File: src/galena_pkg.sv
// Galena spin macro definitions

`default_nettype none

package galena_pkg;

    // ========================================
    // Array sizes
    // ========================================
    // Spins and coupling rows
    localparam int NUM_SPIN = 8;

    // Bits per coupling slot on the bit-lines
    localparam int BIT_DATA = 2;

    // Bit-line and word-line widths
    localparam int WBL_WIDTH = NUM_SPIN * BIT_DATA;
    localparam int WWL_WIDTH = NUM_SPIN;

    // Slot bit that carries the spin value during a spin load
    localparam int SPIN_WBL_OFFSET = 0;

    // Signed local field, covers -NUM_SPIN .. +NUM_SPIN
    localparam int FIELD_WIDTH = 5;

    // ========================================
    // Commands
    // ========================================
    // One opcode per cycle, sampled on every clock edge
    typedef enum logic [2:0] {
        OP_IDLE      = 3'd0,
        OP_WRITE_ROW = 3'd1,
        OP_READ_ROW  = 3'd2,
        OP_LOAD_SPIN = 3'd3,
        OP_UPDATE    = 3'd4
    } op_e;

    // ========================================
    // Data types
    // ========================================
    // One bit-line slot, enable sits in bit 0
    typedef struct packed {
        logic negative;
        logic enable;
    } coupling_t;

    // Contents of one word-line, slot j couples to spin j
    typedef coupling_t [NUM_SPIN-1:0] row_t;

    // Result of one synchronous update
    typedef struct packed {
        logic [NUM_SPIN-1:0] spins;
        logic                changed;
    } update_t;

endpackage

`default_nettype wire

File: src/coupling_array.sv
// Coupling weight memory

`timescale 1ns/1ps
`default_nettype none

module coupling_array (
    input  logic                               write_spin_i,
    input  logic                               rst_n_i,
    input  galena_pkg::op_e                    op_i,
    input  logic [galena_pkg::WWL_WIDTH-1:0]   wwl_i,
    input  galena_pkg::row_t                   wbl_i,
    output galena_pkg::row_t                   rows_o [galena_pkg::WWL_WIDTH],
    output galena_pkg::row_t                   wbl_read_o,
    output logic [galena_pkg::WBL_WIDTH-1:0]   wblb_read_o,
    output logic                               read_valid_o
);

    import galena_pkg::*;

    logic write_en;
    logic read_en;
    row_t read_merge;

    assign write_en = (op_i == OP_WRITE_ROW);
    assign read_en  = (op_i == OP_READ_ROW);

    // ========================================
    // Row storage
    // ========================================
    // One register per word-line, all rows stay visible to the update unit
    for (genvar i = 0; i < WWL_WIDTH; i++) begin : g_row
        always_ff @(posedge write_spin_i or negedge rst_n_i) begin
            if (!rst_n_i) begin
                rows_o[i] <= '0;
            end else if (write_en && wwl_i[i]) begin
                rows_o[i] <= wbl_i;
            end
        end
    end

    // ========================================
    // Readback
    // ========================================
    // OR of every selected row; with a one-hot select this is just that row,
    // with no select it is all zero
    always_comb begin
        read_merge = '0;
        for (int i = 0; i < WWL_WIDTH; i++) begin
            if (wwl_i[i]) begin
                read_merge = read_merge | rows_o[i];
            end
        end
    end

    // Read data holds until the next read command
    always_ff @(posedge write_spin_i or negedge rst_n_i) begin
        if (!rst_n_i) begin
            wbl_read_o <= '0;
        end else if (read_en) begin
            wbl_read_o <= read_merge;
        end
    end

    // Valid is a single-cycle pulse after each read
    always_ff @(posedge write_spin_i or negedge rst_n_i) begin
        if (!rst_n_i) begin
            read_valid_o <= 1'b0;
        end else begin
            read_valid_o <= read_en;
        end
    end

    // Complementary bit-line
    assign wblb_read_o = ~wbl_read_o;

endmodule

`default_nettype wire

File: src/spin_register.sv
// Spin vector register

`timescale 1ns/1ps
`default_nettype none

module spin_register (
    input  logic                               write_spin_i,
    input  logic                               rst_n_i,
    input  galena_pkg::op_e                    op_i,
    input  logic [galena_pkg::WBL_WIDTH-1:0]   wbl_i,
    input  galena_pkg::update_t                next_i,
    output logic [galena_pkg::NUM_SPIN-1:0]    spins_o,
    output logic                               settled_o
);

    import galena_pkg::*;

    logic [NUM_SPIN-1:0] load_spins;

    // ========================================
    // Bit-line spin extraction
    // ========================================
    // Spin i rides on one fixed bit of coupling slot i
    always_comb begin
        for (int i = 0; i < NUM_SPIN; i++) begin
            load_spins[i] = wbl_i[BIT_DATA*i + SPIN_WBL_OFFSET];
        end
    end

    // ========================================
    // State
    // ========================================
    always_ff @(posedge write_spin_i or negedge rst_n_i) begin
        if (!rst_n_i) begin
            spins_o   <= '0;
            settled_o <= 1'b0;
        end else begin
            case (op_i)
                OP_LOAD_SPIN: begin
                    spins_o   <= load_spins;
                    // A fresh vector has not been relaxed yet
                    settled_o <= 1'b0;
                end
                OP_UPDATE: begin
                    spins_o   <= next_i.spins;
                    // Settled means the last update left every spin alone
                    settled_o <= ~next_i.changed;
                end
                default: begin
                    spins_o   <= spins_o;
                    settled_o <= settled_o;
                end
            endcase
        end
    end

endmodule

`default_nettype wire

File: src/spin_update.sv
// Local field and spin decision

`timescale 1ns/1ps
`default_nettype none

module spin_update (
    input  galena_pkg::row_t                   rows_i [galena_pkg::NUM_SPIN],
    input  logic [galena_pkg::NUM_SPIN-1:0]    spins_i,
    output galena_pkg::update_t                next_o
);

    import galena_pkg::*;

    // Per-coupling terms and summed fields, signed
    logic signed [FIELD_WIDTH-1:0] term  [NUM_SPIN][NUM_SPIN];
    logic signed [FIELD_WIDTH-1:0] field [NUM_SPIN];
    logic [NUM_SPIN-1:0]           next_spins;

    // ========================================
    // Coupling terms
    // ========================================
    // Weight times spin is +1 when the spin bit and the negative bit differ,
    // -1 when they match; disabled couplings add nothing
    always_comb begin
        for (int i = 0; i < NUM_SPIN; i++) begin
            for (int j = 0; j < NUM_SPIN; j++) begin
                if (!rows_i[i][j].enable) begin
                    term[i][j] = '0;
                end else if (spins_i[j] ^ rows_i[i][j].negative) begin
                    term[i][j] = {{(FIELD_WIDTH-1){1'b0}}, 1'b1};
                end else begin
                    // Two's complement -1
                    term[i][j] = {FIELD_WIDTH{1'b1}};
                end
            end
        end
    end

    // ========================================
    // Local field sum
    // ========================================
    always_comb begin
        for (int i = 0; i < NUM_SPIN; i++) begin
            field[i] = '0;
            for (int j = 0; j < NUM_SPIN; j++) begin
                field[i] = field[i] + term[i][j];
            end
        end
    end

    // ========================================
    // Sign decision
    // ========================================
    // Positive field -> 1, negative -> 0, zero keeps the old spin
    always_comb begin
        for (int i = 0; i < NUM_SPIN; i++) begin
            if (field[i][FIELD_WIDTH-1]) begin
                next_spins[i] = 1'b0;
            end else if (field[i] != '0) begin
                next_spins[i] = 1'b1;
            end else begin
                next_spins[i] = spins_i[i];
            end
        end
    end

    assign next_o.spins   = next_spins;
    assign next_o.changed = |(next_spins ^ spins_i);

endmodule

`default_nettype wire

File: src/galena_core.sv
// Galena spin macro top

`timescale 1ns/1ps
`default_nettype none

module galena_core (
    input  logic                               write_spin_i,
    input  logic                               rst_n_i,
    input  galena_pkg::op_e                    op_i,
    input  logic [galena_pkg::WWL_WIDTH-1:0]   wwl_i,
    input  logic [galena_pkg::WBL_WIDTH-1:0]   wbl_i,
    output logic [galena_pkg::WBL_WIDTH-1:0]   wbl_read_o,
    output logic [galena_pkg::WBL_WIDTH-1:0]   wblb_read_o,
    output logic                               read_valid_o,
    output logic [galena_pkg::NUM_SPIN-1:0]    bct_read_o,
    output logic                               settled_o
);

    import galena_pkg::*;

    row_t    rows [NUM_SPIN];
    update_t next_state;

    // ========================================
    // Coupling memory
    // ========================================
    coupling_array u_coupling_array (
        .write_spin_i (write_spin_i),
        .rst_n_i      (rst_n_i),
        .op_i         (op_i),
        .wwl_i        (wwl_i),
        .wbl_i        (wbl_i),
        .rows_o       (rows),
        .wbl_read_o   (wbl_read_o),
        .wblb_read_o  (wblb_read_o),
        .read_valid_o (read_valid_o)
    );

    // ========================================
    // Spin state
    // ========================================
    spin_register u_spin_register (
        .write_spin_i (write_spin_i),
        .rst_n_i      (rst_n_i),
        .op_i         (op_i),
        .wbl_i        (wbl_i),
        .next_i       (next_state),
        .spins_o      (bct_read_o),
        .settled_o    (settled_o)
    );

    // Next spin vector from all rows and current spins
    spin_update u_spin_update (
        .rows_i  (rows),
        .spins_i (bct_read_o),
        .next_o  (next_state)
    );

endmodule

`default_nettype wire

File: config.mk
export PLATFORM = sky130hd
export DESIGN_NAME = galena_core
export DESIGN_NICKNAME = d
export VERILOG_FILES = /design/src/galena_pkg.sv /design/src/coupling_array.sv /design/src/spin_register.sv /design/src/spin_update.sv /design/src/galena_core.sv
export SDC_FILE = /design/constraint.sdc
export NUM_CORES = 1
export LEC_CHECK = 0
export BUFFER_PORTS_ARGS = -buffer_cell sky130_fd_sc_hd__buf_4
export CAP_MARGIN = 20
export CORE_MARGIN = 2
export CORE_UTILIZATION = 43
export DETAILED_ROUTE_END_ITERATION = 6
export GPL_TIMING_DRIVEN = 0
export SLEW_MARGIN = 25
export SYNTH_ARGS = -nofsm -noshare
export SYNTH_HDL_FRONTEND = slang
export SYNTH_HIERARCHICAL = 1
export SYNTH_SLANG_ARGS = --single-unit
File: constraint.sdc
create_clock -name write_spin_i -period 12.32 [get_ports write_spin_i]
set_clock_uncertainty 0.2 [all_clocks]
set_input_delay 2.464 -clock write_spin_i [delete_from_list [all_inputs] [get_ports write_spin_i]]
set_output_delay 2.464 -clock write_spin_i [all_outputs]
set_load 0.005 [all_outputs]
==> results.md, run 1 <==
- Outcome: finished clean
- HP Class: reg2reg
- Max-slew headroom: approximately a third
- Starting Density: between 40% and 50%
- Sequential-to-total area share from yosys stat: a little under a third
- Rows: slightly above 60
- Largest cells by area after synthesis: dfrtp_1 (31%), fa_1 (14%), mux2_4 (9.7%)
- Cells after Synth: ~1100
- Commonest non-fill, non-tap cell in the layout: inv_1
- Total negative slack: 0 ns
- Critical path type: reg2reg
- Antenna diode count: 0
- Die span in y: around 170 um
- Max clock buf depth: 2
- DR WL/cell: between 20 and 25 um
- Critical-path cell list: clkbuf_1 -> xnor2_1 -> nand2_1 -> fa_1 -> buf_6 -> xor2_1 -> ha_1 -> xor2_1 -> nand2_1 -> o21ai_0 -> xnor2_1 -> ha_1 -> inv_1 -> fa_1 -> fa_1 -> xnor2_1 -> xnor2_1 -> xnor2_1 -> a311oi_1 -> a2111oi_0 -> nand4_1 -> a221oi_1
- CTS HTree Levels: 4
- # IOs: ~70
- FMAX: roughly 0.15 GHz
- Post-synth EDFFs: 0
- First-pass GRT wire length: between 50000 and 60000 um
- Worst-path maximum fanout: 10
- RePlAce Congestion: a little under 0.9
- CTS resizes: 0
- Residual DRC: 0
- Post-detail-place hpwl: 25300 um
- Ys flop type: dfrtp_1
- Mapped Nets: between 1000 and 1500
- CTS Root Cell: clkbuf_16
- CP max stage delay: ~0.87 ns
- Routed Antenna Nets: 0
- Slew Viols, Final: 0
- Post-CTS setup buffers: 0
- Worst path most repeated cell: xnor2_1
- RSZ-0062 raised after global routing: no
- GRT overflow: 0
- Worst-Margin Slew: 0.9782 ns
- Critical Path Slowest Stage Cell: a2111oi_0
- YS warnings: 6
- Die X: around 170 um
- Routed WL: 32730 um
- Crit end category: flip-flop
- Core Area: roughly 29000 um^2
- Max Cap Viol: 0
- Yosys reg bits: between 150 and 200
- Share of layout cells above drive strength 1: around 23%
- TritonCTS clock tree: yes
- CP bufs+invs: 3
- Area Overhead vs Synth: 12.49%
- Cell variety after synth: 43
- Required @ worst endpoint: 12.44 ns
- CP top delay family: adder cells
- Post-synthesis async set-or-reset flop share: between 90% and 100%
- PortBufs: slightly above 60
- Area share of the largest cell type after synthesis: approximately 31%
- Synth Cell Area: around 12000 um^2
- Drt via density: 5.191
- Largest net degree at the start of global routing: 84
- Vias: between 8000 and 9000
- Clk_lat worst skew: 0.43 ns
- Fin nets: about 1400
- Mean post-synth cell area: roughly 11 um^2
- TritonRoute pass-1 iters: 6
- Number of setup violations in the final report: 0
- Final Cycle Share: a little over half
- Final hold viol count: 0
- Initial antenna violation count: 0
- Clock sink count: approximately 150
- Fin crit period: between 6 and 7 ns
- Clock Pin Slew Worst Setup and Hold Paths: about 0.070 ns
- Most frequent cells in the layout: inv_1 (158), dfrtp_1 (154), xnor2_1 (120)
- Setup crit start kind: flip-flop
- R2R Setup Slk: 5.59 ns
- Hold-fix buffers, CTS: 0
- Cts bufs inserted: 17
- Starting DRT DRC Count: slightly below 600
- GRT Overall Usage: between 20 and 25%
- Vias in the first global route: 8714
- Die ar.: 30160 um^2
- Crit path DAT: 6.85 ns
- Post-synth top area cell: dfrtp_1
[sequential cells by signal, summed over array words and instances (netlist names)]
signal	count
u_coupling_array/read_valid_o	1
u_coupling_array/wbl_read_o	16
u_spin_register/spins_o	8
u_spin_register/settled_o	1
u_coupling_array/rows_o	128
[kinds of logic after synthesis]
kind of cell / after synthesis / synth area share (%)
buffers and inverters: 216 / 8.784
AND/OR/NAND/NOR: 180 / 6.520
AO/OA/AOI/OAI: 155 / 9.320
flip-flops: 154 / 31.13
adder cells (fa/ha/maj): 146 / 20.05
XOR/XNOR: 143 / 10.12
multiplexers: 128 / 14.07
[path summary, 6_finish.rpt]
kind,start,to,cells after the start
max in group asynchronous,rst_n_i,u_coupling_array/rows_o[89],2
worst max register to register,u_spin_register/spins_o[5],u_spin_register/settled_o,22
min in group asynchronous,rst_n_i,u_coupling_array/rows_o[47],1
worst min register to register,u_coupling_array/rows_o[59],u_coupling_array/rows_o[59],1
worst min-delay path,u_coupling_array/rows_o[59],u_coupling_array/rows_o[59],1
worst max-delay path,u_spin_register/spins_o[5],u_spin_register/settled_o,22
[layer usage]
| metal | share of wire, % | vias to the layer above | track usage (%) | wire length, um |
|---|---|---|---|---|
| met1 | 49 | 4176 | 33.54 | 15940 |
| li1 | - | 3879 | - | - |
| met4 | 1.8 | 0 | 5.462 | 599 |
| met2 | 45 | 214 | 34.77 | 14590 |
| met5 | 0 | - | 0 | 0 |
| met3 | 4.9 | 36 | 3.816 | 1593 |
[synth_stat cells (9+ instances only)]
| library cell | count |
|---|---|
| mux2_2 | 48 |
| and2_1 | 12 |
| clkbuf_1 | 9 |
| xor2_1 | 23 |
| nand2_1 | 103 |
| fa_1 | 88 |
| a31oi_1 | 16 |
| buf_2 | 20 |
| ha_1 | 56 |
| inv_1 | 158 |
| a22o_1 | 32 |
| dfrtp_1 | 154 |
| buf_6 | 13 |
| xnor2_1 | 120 |
| nor2_1 | 39 |
| o21ai_0 | 15 |
| mux2_4 | 80 |
| a221oi_1 | 33 |
| a21oi_1 | 23 |
[cell type report]
| cell class | count | area [um^2] |
|---|---|---|
| fillers | 2660 | 14620 |
| multi-input cells | 752 | 7437 |
| flip-flops and latches | 154 | 3854 |
| inverters | 159 | 596.8 |
| repair buffers | 63 | 500.5 |
| plain buffers | 57 | 490.5 |
| well taps | 384 | 480.5 |
| clock buffers | 17 | 425.4 |
| clock inverters | 14 | 140.1 |
[stage by stage]
| stage | hold slack, ns | instance area [um^2] | std cells | worst slack [ns] | util (%) |
|---|---|---|---|---|---|
| finish | 0.3656 | 13920 | 1600 | 5.591 | 48.78 |
| global route | 0.3753 | 13920 | 1600 | 5.307 | 48.78 |
| CTS | 0.3628 | 13920 | 1600 | 5.664 | 48.78 |
| detailed placement | 0.3452 | 13360 | 1569 | 5.704 | 46.80 |
| global placement | 0.3416 | 13320 | 1568 | 5.815 | 46.67 |
| floorplan | 0.3250 | 12380 | 1122 | 7.092 | - |
Power of run 1 is left out: the tool's default activity adds up to more than one toggle a clock period on the data nets, which glitch-free logic cannot reach.
==> run 2: changes to the inputs <==
==> constraint.sdc (replaced) <==
create_clock -name write_spin_i -period 6.4 [get_ports write_spin_i]
set_clock_uncertainty 0.2 [all_clocks]
set_input_delay 1.28 -clock write_spin_i [delete_from_list [all_inputs] [get_ports write_spin_i]]
set_output_delay 1.28 -clock write_spin_i [all_outputs]
set_load 0.005 [all_outputs]
==> run 2 against run 1 <==
Compared with the run above:
- hold slack got worse by 0.0023 ns
- non-clock buffer count unchanged
- sequential share of layout area about the same
- cell count unchanged
- wire length decreased by 0.14%
- via count increased by 0.26%
- die area unchanged
- critical path depth unchanged
- clock-buffer cell count unchanged
- global-route usage unchanged
- critical endpoint unchanged
==> results.md, run 2 (synthesis results as in run 1) <==
- Worst-path maximum fanout: 10
- Crit end category: flip-flop
- Max Cap Viol: 0
- RSZ-0062 raised after global routing: no
- DR WL/cell: between 20 and 25 um
- Final worst slack: 0.3226 ns
- HP Class: reg2reg
- Core Area: 28550 um^2
- Starting Density: 43.36%
- Share of layout cells above drive strength 1: 23.19%
- Slew Viols, Final: 0
- Most frequent cells in the layout: inv_1 (158), dfrtp_1 (154), xnor2_1 (119)
- Cell count of the worst hold path: 1
- R2R Setup Slk: about 0.32 ns
- Clock sink count: 154
- Residual DRC: 0
- Die ar.: roughly 30000 um^2
- Reg2reg end: u_spin_register/settled_o
- Post-detail-place hpwl: around 25000 um
- Setup crit start kind: flip-flop
- Rows: 62
- FMAX: 0.1645 GHz
- Vias in the first global route: approximately 8700
- Drt via density: ~5.2
- GRT Overall Usage: between 20 and 25%
- Hold-fix buffers, CTS: 0
- Vias: between 8000 and 9000
- Clock Pin Slew Worst Setup and Hold Paths: around 0.07 ns
- Starting DRT DRC Count: 575
- RePlAce Congestion: roughly 0.87
- Pre-CTS setup slack: -0.2158 ns
- Min-Delay Endpoint: u_coupling_array/rows_o[59]
- Initial antenna violation count: 0
- Largest reg by FF count: u_coupling_array/rows_o
- Die span in y: 173.7 um
- R2R depth: 22
- First-pass GRT wire length: between 50000 and 60000 um
- Post-CTS setup buffers: 0
- Reg2reg start: u_spin_register/spins_o[6]
- Seq. cell area: around 3900 um^2
- Final Cycle Share: a little over nine tenths
- Fin crit period: slightly above 6 ns
- Final hold viol count: 0
- TritonRoute pass-1 iters: 6
- Clk_lat worst skew: approximately 0.43 ns
- Min-delay src: u_coupling_array/rows_o[59]
- Antenna diode count: 0
- GRT overflow: 0
- Commonest non-fill, non-tap cell in the layout: inv_1
- Layout fillers: approximately 2700
- Largest net degree at the start of global routing: 84
- Worst-Margin Slew: 0.8650 ns
- CTS Root Cell: clkbuf_16
- Max clock buf depth: 2
- Required @ worst endpoint: 6.53 ns
- TritonCTS clock tree: yes
- Die X: 173.7 um
- # IOs: about 70
- Routed WL: approximately 33000 um
- Max reg flops: roughly 130
- CTS HTree Levels: 4
- Outcome: finished clean
- Max-slew headroom: between 40% and 50%
- Routed Antenna Nets: 0
- Crit path DAT: between 6 and 7 ns
- PortBufs: 62
- Cts bufs inserted: 17
- Critical path type: reg2reg
- Fin nets: 1377
- Number of setup violations in the final report: 0
- Area Overhead vs Synth: 12.69%
- Biggest regs: u_coupling_array/rows_o x128, u_coupling_array/wbl_read_o x16, u_spin_register/spins_o x8
- Total negative slack: 0 ns
- Area of the multi-input gates: 7457 um^2
-- run 2: cell count changes in the layout (fill, tap and decap cells not counted) --
cell,previous run,this run
xnor2_2,0,1
xnor2_1,120,119
clkbuf_2,1,4
a2111oi_2,0,2
clkbuf_1,9,6
a2111oi_0,3,1
-- run 2: layer usage --
layer  part of all wire, %  wire (um)  vias to the layer above  global-route usage [%]
li1                      -          -                     3882                       -
met1                    49      15910                     4198                   33.54
met2                    44      14510                      208                   34.77
met3                   4.9       1599                       39                   3.816
met4                   2.0        668                        0                   5.462
met5                     0          0                        -                       0
-- run 2: cell type report --
class,instances,area share [%]
Buffer,57,3.543
Clock buffer,17,3.050
Clock inverter,14,1.005
Inverter,159,4.279
Multi-Input combinational cell,752,53.46
Sequential cell,154,27.63
Tap cell,384,3.445
Timing Repair Buffer,63,3.588
-- run 2: critical path, stage by stage (launching register included) --
cell and delay [ns]:
dfrtp_1 0.46, clkbuf_2 0.38, xnor2_1 0.18, nand2_1 0.12, fa_1 0.65, buf_6 0.17, xor2_1 0.15, ha_1 0.22
xor2_1 0.15, nand2_1 0.06, o21ai_0 0.11, xnor2_1 0.17, ha_1 0.28, inv_1 0.09, fa_1 0.43, fa_1 0.39
xnor2_1 0.21, xnor2_1 0.11, xnor2_1 0.28, a311oi_1 0.12, a2111oi_2 0.52, nand4_1 0.21, a221oi_1 0.31
-- run 2: worst max path at each step --
| stage | to | startpoint | slack (ns) | cells past startpoint |
|---|---|---|---|---|
| after floorplan | u_spin_register/settled_o | u_spin_register/spins_o[5] | 1.17 | 22 |
| after CTS | u_spin_register/settled_o | u_spin_register/spins_o[5] | 0.09 | 22 |
| after detailed placement | u_spin_register/settled_o | u_spin_register/spins_o[5] | -0.22 | 22 |
| after global placement | u_spin_register/settled_o | u_spin_register/spins_o[6] | -0.10 | 22 |
| after global routing | u_spin_register/settled_o | u_spin_register/spins_o[6] | 0.002 | 22 |
| final | u_spin_register/settled_o | u_spin_register/spins_o[6] | 0.32 | 22 |
-- run 2: what timing repair did --
action                     in CTS  in global routing
resized for setup               4                  4
gates cloned                    0                  0
setup endpoints to repair       1                  1
-- run 2: through the flow --
stage	hold slack, ns	utilization [%]	instance area, um^2	instances
floorplan	0.3250	-	12380	1122
global placement	0.3416	46.67	13320	1568
detailed placement	0.3452	46.80	13360	1569
CTS	0.3628	48.79	13930	1600
global route	0.3753	48.86	13950	1600
finish	0.3633	48.86	13950	1600
Power of run 2 is left out for the same reason.
